[src/lc3b_types.sv]
package lc3b_types;

	// Byte address as the processor sees it.
	typedef logic [15:0] lc3b_word;

	// Line address is the byte address without its low four bits.
	typedef logic [11:0] lc3b_line_addr;

	// One cache line of 16 bytes.
	typedef logic [127:0] lc3b_line;

	// One select bit per byte of the line.
	typedef logic [15:0] lc3b_sel;

	// Wishbone classic master to slave signals.
	typedef struct packed {
		logic cyc;
		logic stb;
		logic we;
		lc3b_line_addr adr;
		lc3b_sel sel;
		lc3b_line dat;
	} wb_req_t;

	// Wishbone classic slave to master signals.
	typedef struct packed {
		logic ack;
		logic rty; // Held low by the cache on the CPU side.
		lc3b_line dat;
	} wb_resp_t;

	// Controller states.
	typedef enum logic [1:0] {
		idle,
		compare,
		writeback,
		refill
	} cache_state_t;

endpackage: lc3b_types

[src/cache_array.sv]
module cache_array #(
	parameter int set_count = 8,
	localparam int index_w = $clog2(set_count),
	localparam int tag_w = $bits(lc3b_types::lc3b_line_addr) - index_w
) (
	input logic clk,
	input logic arst_n,
	input logic [index_w-1:0] index,
	input logic write,
	input logic valid_in,
	input logic dirty_in,
	input logic [tag_w-1:0] tag_in,
	input lc3b_types::lc3b_line line_in,
	output logic valid,
	output logic dirty,
	output logic [tag_w-1:0] tag,
	output lc3b_types::lc3b_line line
);

	// Status bits per set.
	logic [set_count-1:0] valid_bits;
	logic [set_count-1:0] dirty_bits;

	// Tag and data storage, one entry per set.
	logic [tag_w-1:0] tags [set_count];
	lc3b_types::lc3b_line lines [set_count];

	// Status bits must come up clear so that nothing hits after reset.
	always_ff @(posedge clk or negedge arst_n) begin
		if (!arst_n) begin
			valid_bits <= '0;
			dirty_bits <= '0;
		end else if (write) begin
			valid_bits[index] <= valid_in;
			dirty_bits[index] <= dirty_in;
		end
	end

	always_ff @(posedge clk) begin
		if (write) begin
			tags[index] <= tag_in;
			lines[index] <= line_in;
		end
	end

	// Reads are combinational from the index.
	assign valid = valid_bits[index];
	assign dirty = dirty_bits[index];
	assign tag = tags[index];
	assign line = lines[index];

endmodule: cache_array

[src/cache_datapath.sv]
module cache_datapath #(
	parameter int set_count = 8
) (
	input logic clk,
	input logic arst_n,
	input lc3b_types::wb_req_t cpu_req,
	input lc3b_types::lc3b_line mem_line,
	input logic load_line,
	input logic line_src,
	input logic fill_way,
	input logic set_dirty,
	input logic set_lru,
	input logic mem_addr_src,
	output logic hit,
	output logic hit_way,
	output logic victim_dirty,
	output lc3b_types::lc3b_line cpu_line,
	output lc3b_types::lc3b_line_addr mem_adr,
	output lc3b_types::lc3b_line victim_line
);

	localparam int index_w = $clog2(set_count);
	localparam int tag_w = $bits(lc3b_types::lc3b_line_addr) - index_w;

	logic [index_w-1:0] index;
	logic [tag_w-1:0] req_tag;

	logic [1:0] way_valid;
	logic [1:0] way_dirty;
	logic [1:0] way_write;
	logic [1:0] way_match;
	logic [tag_w-1:0] way_tag [2];
	lc3b_types::lc3b_line way_line [2];

	// One bit per set naming the way to evict next.
	logic [set_count-1:0] lru;
	logic victim;
	logic write_way;

	lc3b_types::lc3b_line base_line;
	lc3b_types::lc3b_line new_line;

	assign index = cpu_req.adr[index_w-1:0];
	assign req_tag = cpu_req.adr[$bits(lc3b_types::lc3b_line_addr)-1:index_w];

	cache_array #(.set_count(set_count)) i_way0 (
		.clk(clk),
		.arst_n(arst_n),
		.index(index),
		.write(way_write[0]),
		.valid_in(1'b1),
		.dirty_in(set_dirty),
		.tag_in(req_tag),
		.line_in(new_line),
		.valid(way_valid[0]),
		.dirty(way_dirty[0]),
		.tag(way_tag[0]),
		.line(way_line[0])
	);

	cache_array #(.set_count(set_count)) i_way1 (
		.clk(clk),
		.arst_n(arst_n),
		.index(index),
		.write(way_write[1]),
		.valid_in(1'b1),
		.dirty_in(set_dirty),
		.tag_in(req_tag),
		.line_in(new_line),
		.valid(way_valid[1]),
		.dirty(way_dirty[1]),
		.tag(way_tag[1]),
		.line(way_line[1])
	);

	assign way_match[0] = way_valid[0] && (way_tag[0] == req_tag);
	assign way_match[1] = way_valid[1] && (way_tag[1] == req_tag);

	assign victim = lru[index];
	assign hit = |way_match;
	assign hit_way = hit ? way_match[1] : victim; // On a miss this names the way to replace.

	// An invalid victim never needs a write-back.
	assign victim_dirty = way_valid[victim] && way_dirty[victim];
	assign victim_line = way_line[victim];
	assign cpu_line = way_line[hit_way];

	// Memory fills go to the way the controller latched at the miss.
	assign write_way = line_src ? fill_way : hit_way;
	assign way_write[0] = load_line && !write_way;
	assign way_write[1] = load_line && write_way;

	assign base_line = line_src ? mem_line : way_line[hit_way];

	// A write miss merges the CPU bytes into the refilled line as well.
	always_comb begin
		new_line = base_line;
		for (int i = 0; i < $bits(lc3b_types::lc3b_sel); i++) begin
			if (cpu_req.we && cpu_req.sel[i])
				new_line[i*8 +: 8] = cpu_req.dat[i*8 +: 8];
		end
	end

	assign mem_adr = mem_addr_src ? {way_tag[victim], index} : cpu_req.adr;

	always_ff @(posedge clk or negedge arst_n) begin
		if (!arst_n)
			lru <= '0;
		else if (set_lru)
			lru[index] <= ~hit_way; // Point away from the way just used.
	end

endmodule: cache_datapath

[src/cache_control.sv]
module cache_control (
	input logic clk,
	input logic arst_n,
	input logic cpu_cyc,
	input logic cpu_stb,
	input logic cpu_we,
	input logic hit,
	input logic hit_way,
	input logic victim_dirty,
	input logic mem_ack,
	input logic mem_rty,
	output logic cpu_ack,
	output logic mem_cyc,
	output logic mem_stb,
	output logic mem_we,
	output logic load_line,
	output logic line_src,
	output logic fill_way,
	output logic set_dirty,
	output logic set_lru,
	output logic mem_addr_src
);

	lc3b_types::cache_state_t state;
	lc3b_types::cache_state_t state_next;

	logic cpu_live;
	logic mem_done;
	logic mem_retry;
	logic ack_next;
	logic mem_stb_next;

	assign cpu_live = cpu_cyc && cpu_stb;
	assign mem_done = mem_stb && mem_ack;
	assign mem_retry = mem_stb && mem_rty;

	always_comb begin
		state_next = state;
		ack_next = 1'b0;
		mem_stb_next = 1'b0;
		case (state)
			lc3b_types::idle: begin
				// The strobe is still up during our own ack cycle.
				if (cpu_live && !cpu_ack)
					state_next = lc3b_types::compare;
			end
			lc3b_types::compare: begin
				if (!cpu_live) begin
					state_next = lc3b_types::idle;
				end else if (hit) begin
					ack_next = 1'b1;
					state_next = lc3b_types::idle;
				end else begin
					mem_stb_next = 1'b1;
					if (victim_dirty)
						state_next = lc3b_types::writeback;
					else
						state_next = lc3b_types::refill;
				end
			end
			lc3b_types::writeback, lc3b_types::refill: begin
				if (mem_done) begin
					if (state == lc3b_types::writeback)
						state_next = lc3b_types::refill;
					else
						state_next = lc3b_types::compare;
				end else if (!mem_retry) begin
					mem_stb_next = 1'b1; // Also raises the strobe again after a gap.
				end
			end
			default: state_next = lc3b_types::idle;
		endcase
	end

	// Array and LRU controls for the current state.
	always_comb begin
		load_line = 1'b0;
		line_src = 1'b0;
		set_dirty = 1'b0;
		set_lru = 1'b0;
		case (state)
			lc3b_types::compare: begin
				if (cpu_live && hit) begin
					set_lru = 1'b1;
					load_line = cpu_we;
					set_dirty = cpu_we;
				end
			end
			lc3b_types::refill: begin
				if (mem_done) begin
					load_line = 1'b1;
					line_src = 1'b1;
					set_dirty = cpu_we; // Write misses merge during the fill.
				end
			end
			default: begin
				load_line = 1'b0;
			end
		endcase
	end

	assign mem_addr_src = (state == lc3b_types::writeback);

	always_ff @(posedge clk or negedge arst_n) begin
		if (!arst_n) begin
			state <= lc3b_types::idle;
			cpu_ack <= 1'b0;
			mem_cyc <= 1'b0;
			mem_stb <= 1'b0;
			mem_we <= 1'b0;
			fill_way <= 1'b0;
		end else begin
			state <= state_next;
			cpu_ack <= ack_next;
			mem_cyc <= mem_stb_next;
			mem_stb <= mem_stb_next;
			mem_we <= (state_next == lc3b_types::writeback);
			// Hold the victim way for the whole miss.
			if (state == lc3b_types::compare && !hit)
				fill_way <= hit_way;
		end
	end

endmodule: cache_control

[src/cache.sv]
module cache #(
	parameter int set_count = 8
) (
	input logic clk,
	input logic arst_n,
	input lc3b_types::wb_req_t cpu_req,
	output lc3b_types::wb_resp_t cpu_resp,
	output lc3b_types::wb_req_t mem_req,
	input lc3b_types::wb_resp_t mem_resp
);

	logic hit;
	logic hit_way;
	logic victim_dirty;
	logic load_line;
	logic line_src;
	logic fill_way;
	logic set_dirty;
	logic set_lru;
	logic mem_addr_src;

	assign cpu_resp.rty = 1'b0; // The CPU is only stalled through a late ack.
	assign mem_req.sel = '1; // Memory always moves whole lines.

	cache_datapath #(.set_count(set_count)) i_datapath (
		.clk(clk),
		.arst_n(arst_n),
		.cpu_req(cpu_req),
		.mem_line(mem_resp.dat),
		.load_line(load_line),
		.line_src(line_src),
		.fill_way(fill_way),
		.set_dirty(set_dirty),
		.set_lru(set_lru),
		.mem_addr_src(mem_addr_src),
		.hit(hit),
		.hit_way(hit_way),
		.victim_dirty(victim_dirty),
		.cpu_line(cpu_resp.dat),
		.mem_adr(mem_req.adr),
		.victim_line(mem_req.dat)
	);

	cache_control i_control (
		.clk(clk),
		.arst_n(arst_n),
		.cpu_cyc(cpu_req.cyc),
		.cpu_stb(cpu_req.stb),
		.cpu_we(cpu_req.we),
		.hit(hit),
		.hit_way(hit_way),
		.victim_dirty(victim_dirty),
		.mem_ack(mem_resp.ack),
		.mem_rty(mem_resp.rty),
		.cpu_ack(cpu_resp.ack),
		.mem_cyc(mem_req.cyc),
		.mem_stb(mem_req.stb),
		.mem_we(mem_req.we),
		.load_line(load_line),
		.line_src(line_src),
		.fill_way(fill_way),
		.set_dirty(set_dirty),
		.set_lru(set_lru),
		.mem_addr_src(mem_addr_src)
	);

endmodule: cache

[config.mk]
export PLATFORM = sky130hd
export DESIGN_NAME = cache
export DESIGN_NICKNAME = d
export VERILOG_FILES = /design/src/lc3b_types.sv /design/src/cache_array.sv /design/src/cache_datapath.sv /design/src/cache_control.sv /design/src/cache.sv
export SDC_FILE = /design/constraint.sdc
export NUM_CORES = 2
export LEC_CHECK = 0
export ABC_AREA = 1
export BUFFER_PORTS_ARGS = -buffer_cell sky130_fd_sc_hd__buf_2
export CELL_PAD_IN_SITES_DETAIL_PLACEMENT = 0
export CELL_PAD_IN_SITES_GLOBAL_PLACEMENT = 2
export CORE_ASPECT_RATIO = 1.4
export CORE_MARGIN = 3
export CORE_UTILIZATION = 45
export CTS_BUF_LIST = sky130_fd_sc_hd__clkbuf_8
export DETAILED_ROUTE_END_ITERATION = 8
export PLACE_DENSITY = 0.83
export RECOVER_POWER = 25
export SYNTH_ARGS = -nofsm -noshare
export SYNTH_HDL_FRONTEND = slang
export SYNTH_SLANG_ARGS = --single-unit
[constraint.sdc]
create_clock -name clk -period 12.5 [get_ports clk]
set_input_delay 2.5 -clock clk [delete_from_list [all_inputs] [get_ports clk]]
set_output_delay 2.5 -clock clk [all_outputs]
set_load 0.005 [all_outputs]
Yosys cells after proc, flatten, opt, wreduce, memory -nomap -nowiden
Memory sizes are Yosys's and may differ from the RTL's.
Index checks and enable logic that the tools add are counted.

word-level totals
  register bits after elaboration = 46
  latch bits = 0
  bits in writable memories = 2,192
  memory bits (read-only) = 0
  input bits = 291
  output and inout bits = 289
  word-level logic and storage cells = 139
  memories kept = 4

cells by class
  $add $sub $neg = 0
  $mul = 0
  divide/modulo/power cells = 0
  $lt $le $gt $ge = 5
  equal/unequal tests = 6
  shift-type cells = 0
  muxes and demuxes = 75
  bitwise gates (word level) = 5
  reductions and logical operators = 34

memories
  name                     depth  bits a word  read ports  clocked after memory_dff  wr ports  line               RTL
  i_datapath.i_way0.lines  8      128          1           0                         1         cache_array.sv:26  lc3b_types::lc3b_line lines [set_count];
  i_datapath.i_way1.lines  8      128          1           0                         1         cache_array.sv:26
  i_datapath.i_way0.tags   8      9            1           0                         1         cache_array.sv:25  logic [tag_w-1:0] tags [set_count];
  i_datapath.i_way1.tags   8      9            1           0                         1         cache_array.sv:25

operators with widths
  operator            number
  $mux 128            7
  $mux 8              16
  $mux 1              30
  $logic_and 1x1->1   28
  $mux 9              3
  $bwmux 8            3
  $eq 9x9->1          2
  $or 8x8->8          2
  $bmux 1 s3          5
  $mux 12             1
  $mux 2              5
  $eq 2x2->1 const B  3
  $pmux 1 s2          3
  $pmux 2 s3          1
  $ge 2x2->1 const B  2
  $lt 3x4->1 const B  1
  $not 1->2           2
  $reduce_or 2->1     2
  $demux 1 s3         1
  $ge 3x1->1 const B  1
  $logic_not 1->1     3
  $eq 2x1->1 const B  1
  $logic_not 2->1     1
  $lt 1x2->1 const B  1
  $not 1->1           1

Longest topological paths before layout
  depth after elaboration = 11
  gate-level depth with buffers = 24
  gate-level depth less buffers = 20

Cells and area by module
Synthesis repeated with hierarchy kept, for this count alone.

unflattened totals
  cells, all modules = 11,326
  area, all modules = 103,329.1 um2

by module, submodules not included
  module                           instances  cells each  area each (um2)  sequential area each (um2)
  cache_array (i_datapath.i_way0)  1          4,831       48,176.2         33,311.9
  cache_array (i_datapath.i_way1)  1          4,569       46,885.0         33,311.9
  cache_datapath                   1          1,863       7,803.7          200.2
  cache_control                    1          44          329.1            150.1
  cache                            1          19          135.1            0.0

Worst setup path before layout
No wires, ideal clock.

  path type = input to register
  start = in cpu_req[144] (netlist name)
  end = mem i_datapath.i_way1.lines[0][0] (netlist name), enable pin
  setup time = 0.489 ns
  arrival = 6.887 ns
  data required time = 12.011 ns
  setup slack = 5.124 ns
  cell stages on the path = 17
  buffers on the path = 3
  cells stage by stage = buf_6 -> buf_4 -> or2_2 -> nand3_1 -> nand2_1 -> nor2_1 -> nor2_1 -> nor2_1 -> nand3_1 -> nor2_1 -> nand2_1 -> nand2_1 -> nand3_1 -> nand2_2 -> buf_4 -> nand3_1 -> inv_1

between the ends
  cells in the longest elaborated chain, start to end = 10
  elaborated cells on any way between the ends = 21
  those cells by class = eq/ne: 2; mux: 12; reduce/logical: 5; memory: 2

RTL lines
  what                                         line                                        RTL
  start: declaration                           cache.sv:6                                  input lc3b_types::wb_req_t cpu_req,
  $mem_v2 8x9 or $bmux 1 s3 (tied branches)    n/a
  $eq 9x9->1 (tied with other cells)           cache_datapath.sv:76                        assign way_match[0] = way_valid[0] && (way_tag[0] == req_tag);
  $logic_and 1x1->1, on equally long branches  cache_datapath.sv:76, cache_datapath.sv:77
  $reduce_or 2->1                              cache_datapath.sv:80                        assign hit = |way_match;
  $logic_and 1x1->1                            cache_control.sv:83                         if (cpu_live && hit) begin
  $mux 1                                       cache_control.sv:83
  $pmux 1 s2                                   cache_control.sv:81                         case (state)
  $logic_and 1x1->1                            cache_datapath.sv:91                        assign way_write[1] = load_line && write_way;
  $mux 1                                       cache_array.sv:40                           if (write) begin
  $mux 1 (not written as such)                 cache_array.sv:42                           lines[index] <= line_in;
  end: declaration                             cache_array.sv:26

Several ways; a longest one is shown, not always the timed one. The select of a mux whose other input is x is not followed.

==> results.toml <==
[power_and_ir_drop]
p_leak_nw = 37.0
p_clk_share_pct = 34.2
power-per-cell-area_nw_per_um2 = 159
combinationalPowerShare_pct = 10.9
vdd_drop_max_mv = 0.0952
cell_internal_power_dissipation_mw = 11.9
switching_power_mw = 4.01
sequentialPowerShare_pct = 54.9
p_sw_share_pct = 25.3

[placement]
placed_area_um2 = 93800
gpl.final_weighted_congestion = 0.808
io_buffer_count = 562
dp.final_hpwl_um = 141000

[worst_setup_path]
critical_path_peak_fanout = 84
setup.worst_path.end_class = "output port"
worstPathCellList = "clkbuf_1, inv_1, nor2_1, nand3_1, nand2_1, nor3_1, nor2_1, nand3_1, nor2_1, nand2_1, nand2_1, nand2_8, inv_6, buf_4, nand2_1, nand2_1, buf_2"
setup.worst_path.class = "in2out"
crit_arrival_ns = 8.87
required_time_of_the_worst_setup_path_ns = 10.00
setup.worst_path.start = "cpu_req[145]"
critical_path.most_common_cell = "sky130_fd_sc_hd__nand2_1"
cpPeakStageDelay_ns = 1.17
r2r_setup_slack_ns = 4.74
worstReg2RegStart = "i_datapath.i_way0.tags[4][1]$_DFFE_PP_"
startpoint_type = "primary input"
critPathSlowestCell = "sky130_fd_sc_hd__clkbuf_1"

[floorplanning]
fp-row-count = 191
fp.dieArea_um2 = 202000
design.portCount = 580
core-area_um2 = 195000
die_w_um = 381
start_util_pct = 45.5
die_h_um = 531

[yosys]
netlist_instances = 6790
yosys.cell_types.count = 37
netlist.area_leader.share_pct = 74.4
ys_async_sr_fraction_pct = 2.06
ys.warnings.count = 0
postSynthAreaPerCell_um2 = 13.0
netlist_area_um2 = 88500
post_synth_most_frequent_cells = "sky130_fd_sc_hd__nand2_1 (2246), sky130_fd_sc_hd__edfxtp_1 (2192), sky130_fd_sc_hd__nor2_1 (401)"
synth-main-ff-cell = "sky130_fd_sc_hd__edfxtp_1"
sequential_fraction_of_the_synthesis_area_pct = 75.7
synth.largest_area_cell = "sky130_fd_sc_hd__edfxtp_1"
synth_most_common_cell = "sky130_fd_sc_hd__nand2_1"
postSynthRegisterBits = 2238
synth_enable_flop_cells = 2192
ys_top_cells_by_area = "sky130_fd_sc_hd__edfxtp_1 (74%), sky130_fd_sc_hd__nand2_1 (9.5%), sky130_fd_sc_hd__a22oi_1 (2.2%)"

[clocking]
post_cts.repair.setup_buffers = 0
clkLatencyLatePin_ns = 1.04
hold_bufs_inserted_after_cts = 0
clkSlewWorstSetupHoldPaths_ns = 0.06
cts_inserted_buffers = 341
cts-htree-levels = 5
postCtsResizedCells = 0
ctsLongestPathBuffers = 4
cts.sink_count = 2238
cts_tree = "built"
clock_tree.root_cell = "sky130_fd_sc_hd__clkbuf_8"

[timing]
max_freq_mhz = 88.0
tns_setup_ns = 0
final.period_utilization_pct = 90.9
rsz0062_at_grt = "no"
tightest_slew_ns = 4.49
timing.final.crit_period_ns = 11.37
finalMaxSlewViolations = 420
skew_ns = 0.0658
finalSetupViolCount = 0
slew_headroom_pct = -200
hold_viol = 0

[drt]
detail_route.vias_per_cell = 5.66
final_antenna_net_count = 0
drcViolationCount = 0
drt_iter0_markers = 5830
wl_um = 266000
detail_route.first_pass.iterations = 7
post_drt_wl_per_cell_um = 26.0
route.vias.total = 57872

[job]
timing.max_cap.violations = 9

[finish]
area_delta_synth_final_pct = 12.7
layout.cell_area.non_filler_um2 = 99700
num-fill-cells = 16725
total_area_of_sequential_cells_um2 = 67000
final_nets = 7686
multi_input_area_um2 = 19000
final_layout_size_suffix_gt1_share_pct = 13.7

[grt]
grt_first_pass_wirelength_um = 387000
grt_overflow = 0
antenna_found_initial = 13
first_global_vias = 57039
grt.total_usage_pct = 26.0
largest_net_degree_at_the_start_of_global_routing = 157

[run_status]
failed_checks = "max-capacitance violations, max-slew violations"
run_status = "complete, but fails checks"

[worst_hold_path]
min_path_type = "reg2reg"
hp-start = "i_datapath.i_way1.valid_bits[6]$_DFFE_PN0P_"
routing by layer:
| metal | wire length, um | vias up | track usage (%) |
|---|---|---|---|
| li1 | - | 25894 | - |
| met1 | 111000 | 29040 | 35.4 |
| met2 | 130000 | 2582 | 43.4 |
| met3 | 21400 | 350 | 4.72 |
| met4 | 4810 | 6 | 6.44 |
| met5 | 48 | - | 0 |
cell usage in the layout (no fill, tap or decap), types with 7 or more instances in the layout:
cell type / n
sky130_fd_sc_hd__nand2_1: 2245
sky130_fd_sc_hd__edfxtp_1: 2192
sky130_fd_sc_hd__buf_2: 549
sky130_fd_sc_hd__nor2_1: 398
sky130_fd_sc_hd__clkbuf_8: 352
sky130_fd_sc_hd__inv_1: 304
sky130_fd_sc_hd__a22oi_1: 265
sky130_fd_sc_hd__nand4_1: 233
sky130_fd_sc_hd__a221oi_1: 225
sky130_fd_sc_hd__nand3_1: 218
sky130_fd_sc_hd__a22o_1: 165
sky130_fd_sc_hd__o21ai_0: 103
sky130_fd_sc_hd__clkinv_1: 86
sky130_fd_sc_hd__buf_4: 55
sky130_fd_sc_hd__dfrtp_1: 46
sky130_fd_sc_hd__clkinv_2: 24
sky130_fd_sc_hd__a31oi_1: 21
sky130_fd_sc_hd__a21oi_1: 17
sky130_fd_sc_hd__conb_1: 17
sky130_fd_sc_hd__buf_12: 16
sky130_fd_sc_hd__clkbuf_1: 14
sky130_fd_sc_hd__bufinv_16: 8
sky130_fd_sc_hd__o22ai_1: 7
sky130_fd_sc_hd__inv_6: 7
cells by family (layout without fill, tap and decap cells):
kind of cell    count (synthesis)  after routing  share of synthesized area, %
simple gates                 3119           3119                          14.3
flops                        2238           2238                          75.7
compound gates                817            817                          7.12
buf+inv                       614           1431                          2.91
other cells                     2             22                       0.00849
critical path: cells and delay by family:
| family | cells | cell delay [ns] |
|---|---|---|
| buffers and inverters | 5 | 3.45 |
| and+or+nand+nor | 12 | 2.79 |
stage by stage:
stage                     hold slack [ns]  total power [mW]  instances  setup slack, ns  util, %
after floorplan                     0.419              9.81       6805             5.12        -
after global placement              0.429              10.6       9657             1.93     48.2
after detailed placement            0.434              10.6       9657             1.79     48.2
after CTS                           0.448              16.0      10227             1.78     51.3
after global routing                0.477              16.5      10228            0.708     51.2
final                               0.445              15.9      10232             1.13     51.2
flip-flops by register name, indices dropped and copies added, names as in the netlist:
signal / flops
i_control.fill_way: 1
i_control.state: 2
i_control.cpu_ack: 1
i_datapath.i_way1.dirty_bits: 8
i_control.mem_cyc: 1
i_datapath.lru: 8
i_control.mem_we: 1
i_datapath.i_way0.dirty_bits: 8
i_datapath.i_way0.valid_bits: 8
i_datapath.i_way1.tags: 72
i_datapath.i_way0.lines: 1024
i_datapath.i_way0.tags: 72
i_datapath.i_way1.lines: 1024
i_datapath.i_way1.valid_bits: 8
power groups by stage:
stage	clock network, mW	logic, mW	registers, mW
finish	5.42	1.74	8.71
global route	5.86	1.92	8.71
CTS	5.52	1.75	8.71
detailed placement	0	1.74	8.87
global placement	0	1.72	8.86
floorplan	0	0.957	8.85
layout make-up:
class,count,area share (%)
Antenna cell,5,0.0126
Sequential cell,2238,67.2
Inverter,227,0.943
Multi-Input combinational cell,3953,19.1
Tap cell,2605,3.27
Timing Repair Buffer,634,3.54
Clock inverter,218,1.08
Clock buffer,352,4.86
path summary, 6_finish.rpt:
kind,end,cells after the start
max,cpu_resp[40],17
min,i_datapath.i_way1.valid_bits[6]$_DFFE_PN0P_,2
max reg2reg,i_datapath.i_way1.lines[2][110]$_DFFE_PP_,17
min reg2reg,i_datapath.i_way1.valid_bits[6]$_DFFE_PN0P_,2
max in group asynchronous,i_datapath.i_way1.dirty_bits[1]$_DFFE_PN0P_,2
min in group asynchronous,i_control.state[1]$_DFF_PN0_,2
Note: power is estimated with default switching activity, not from simulation.
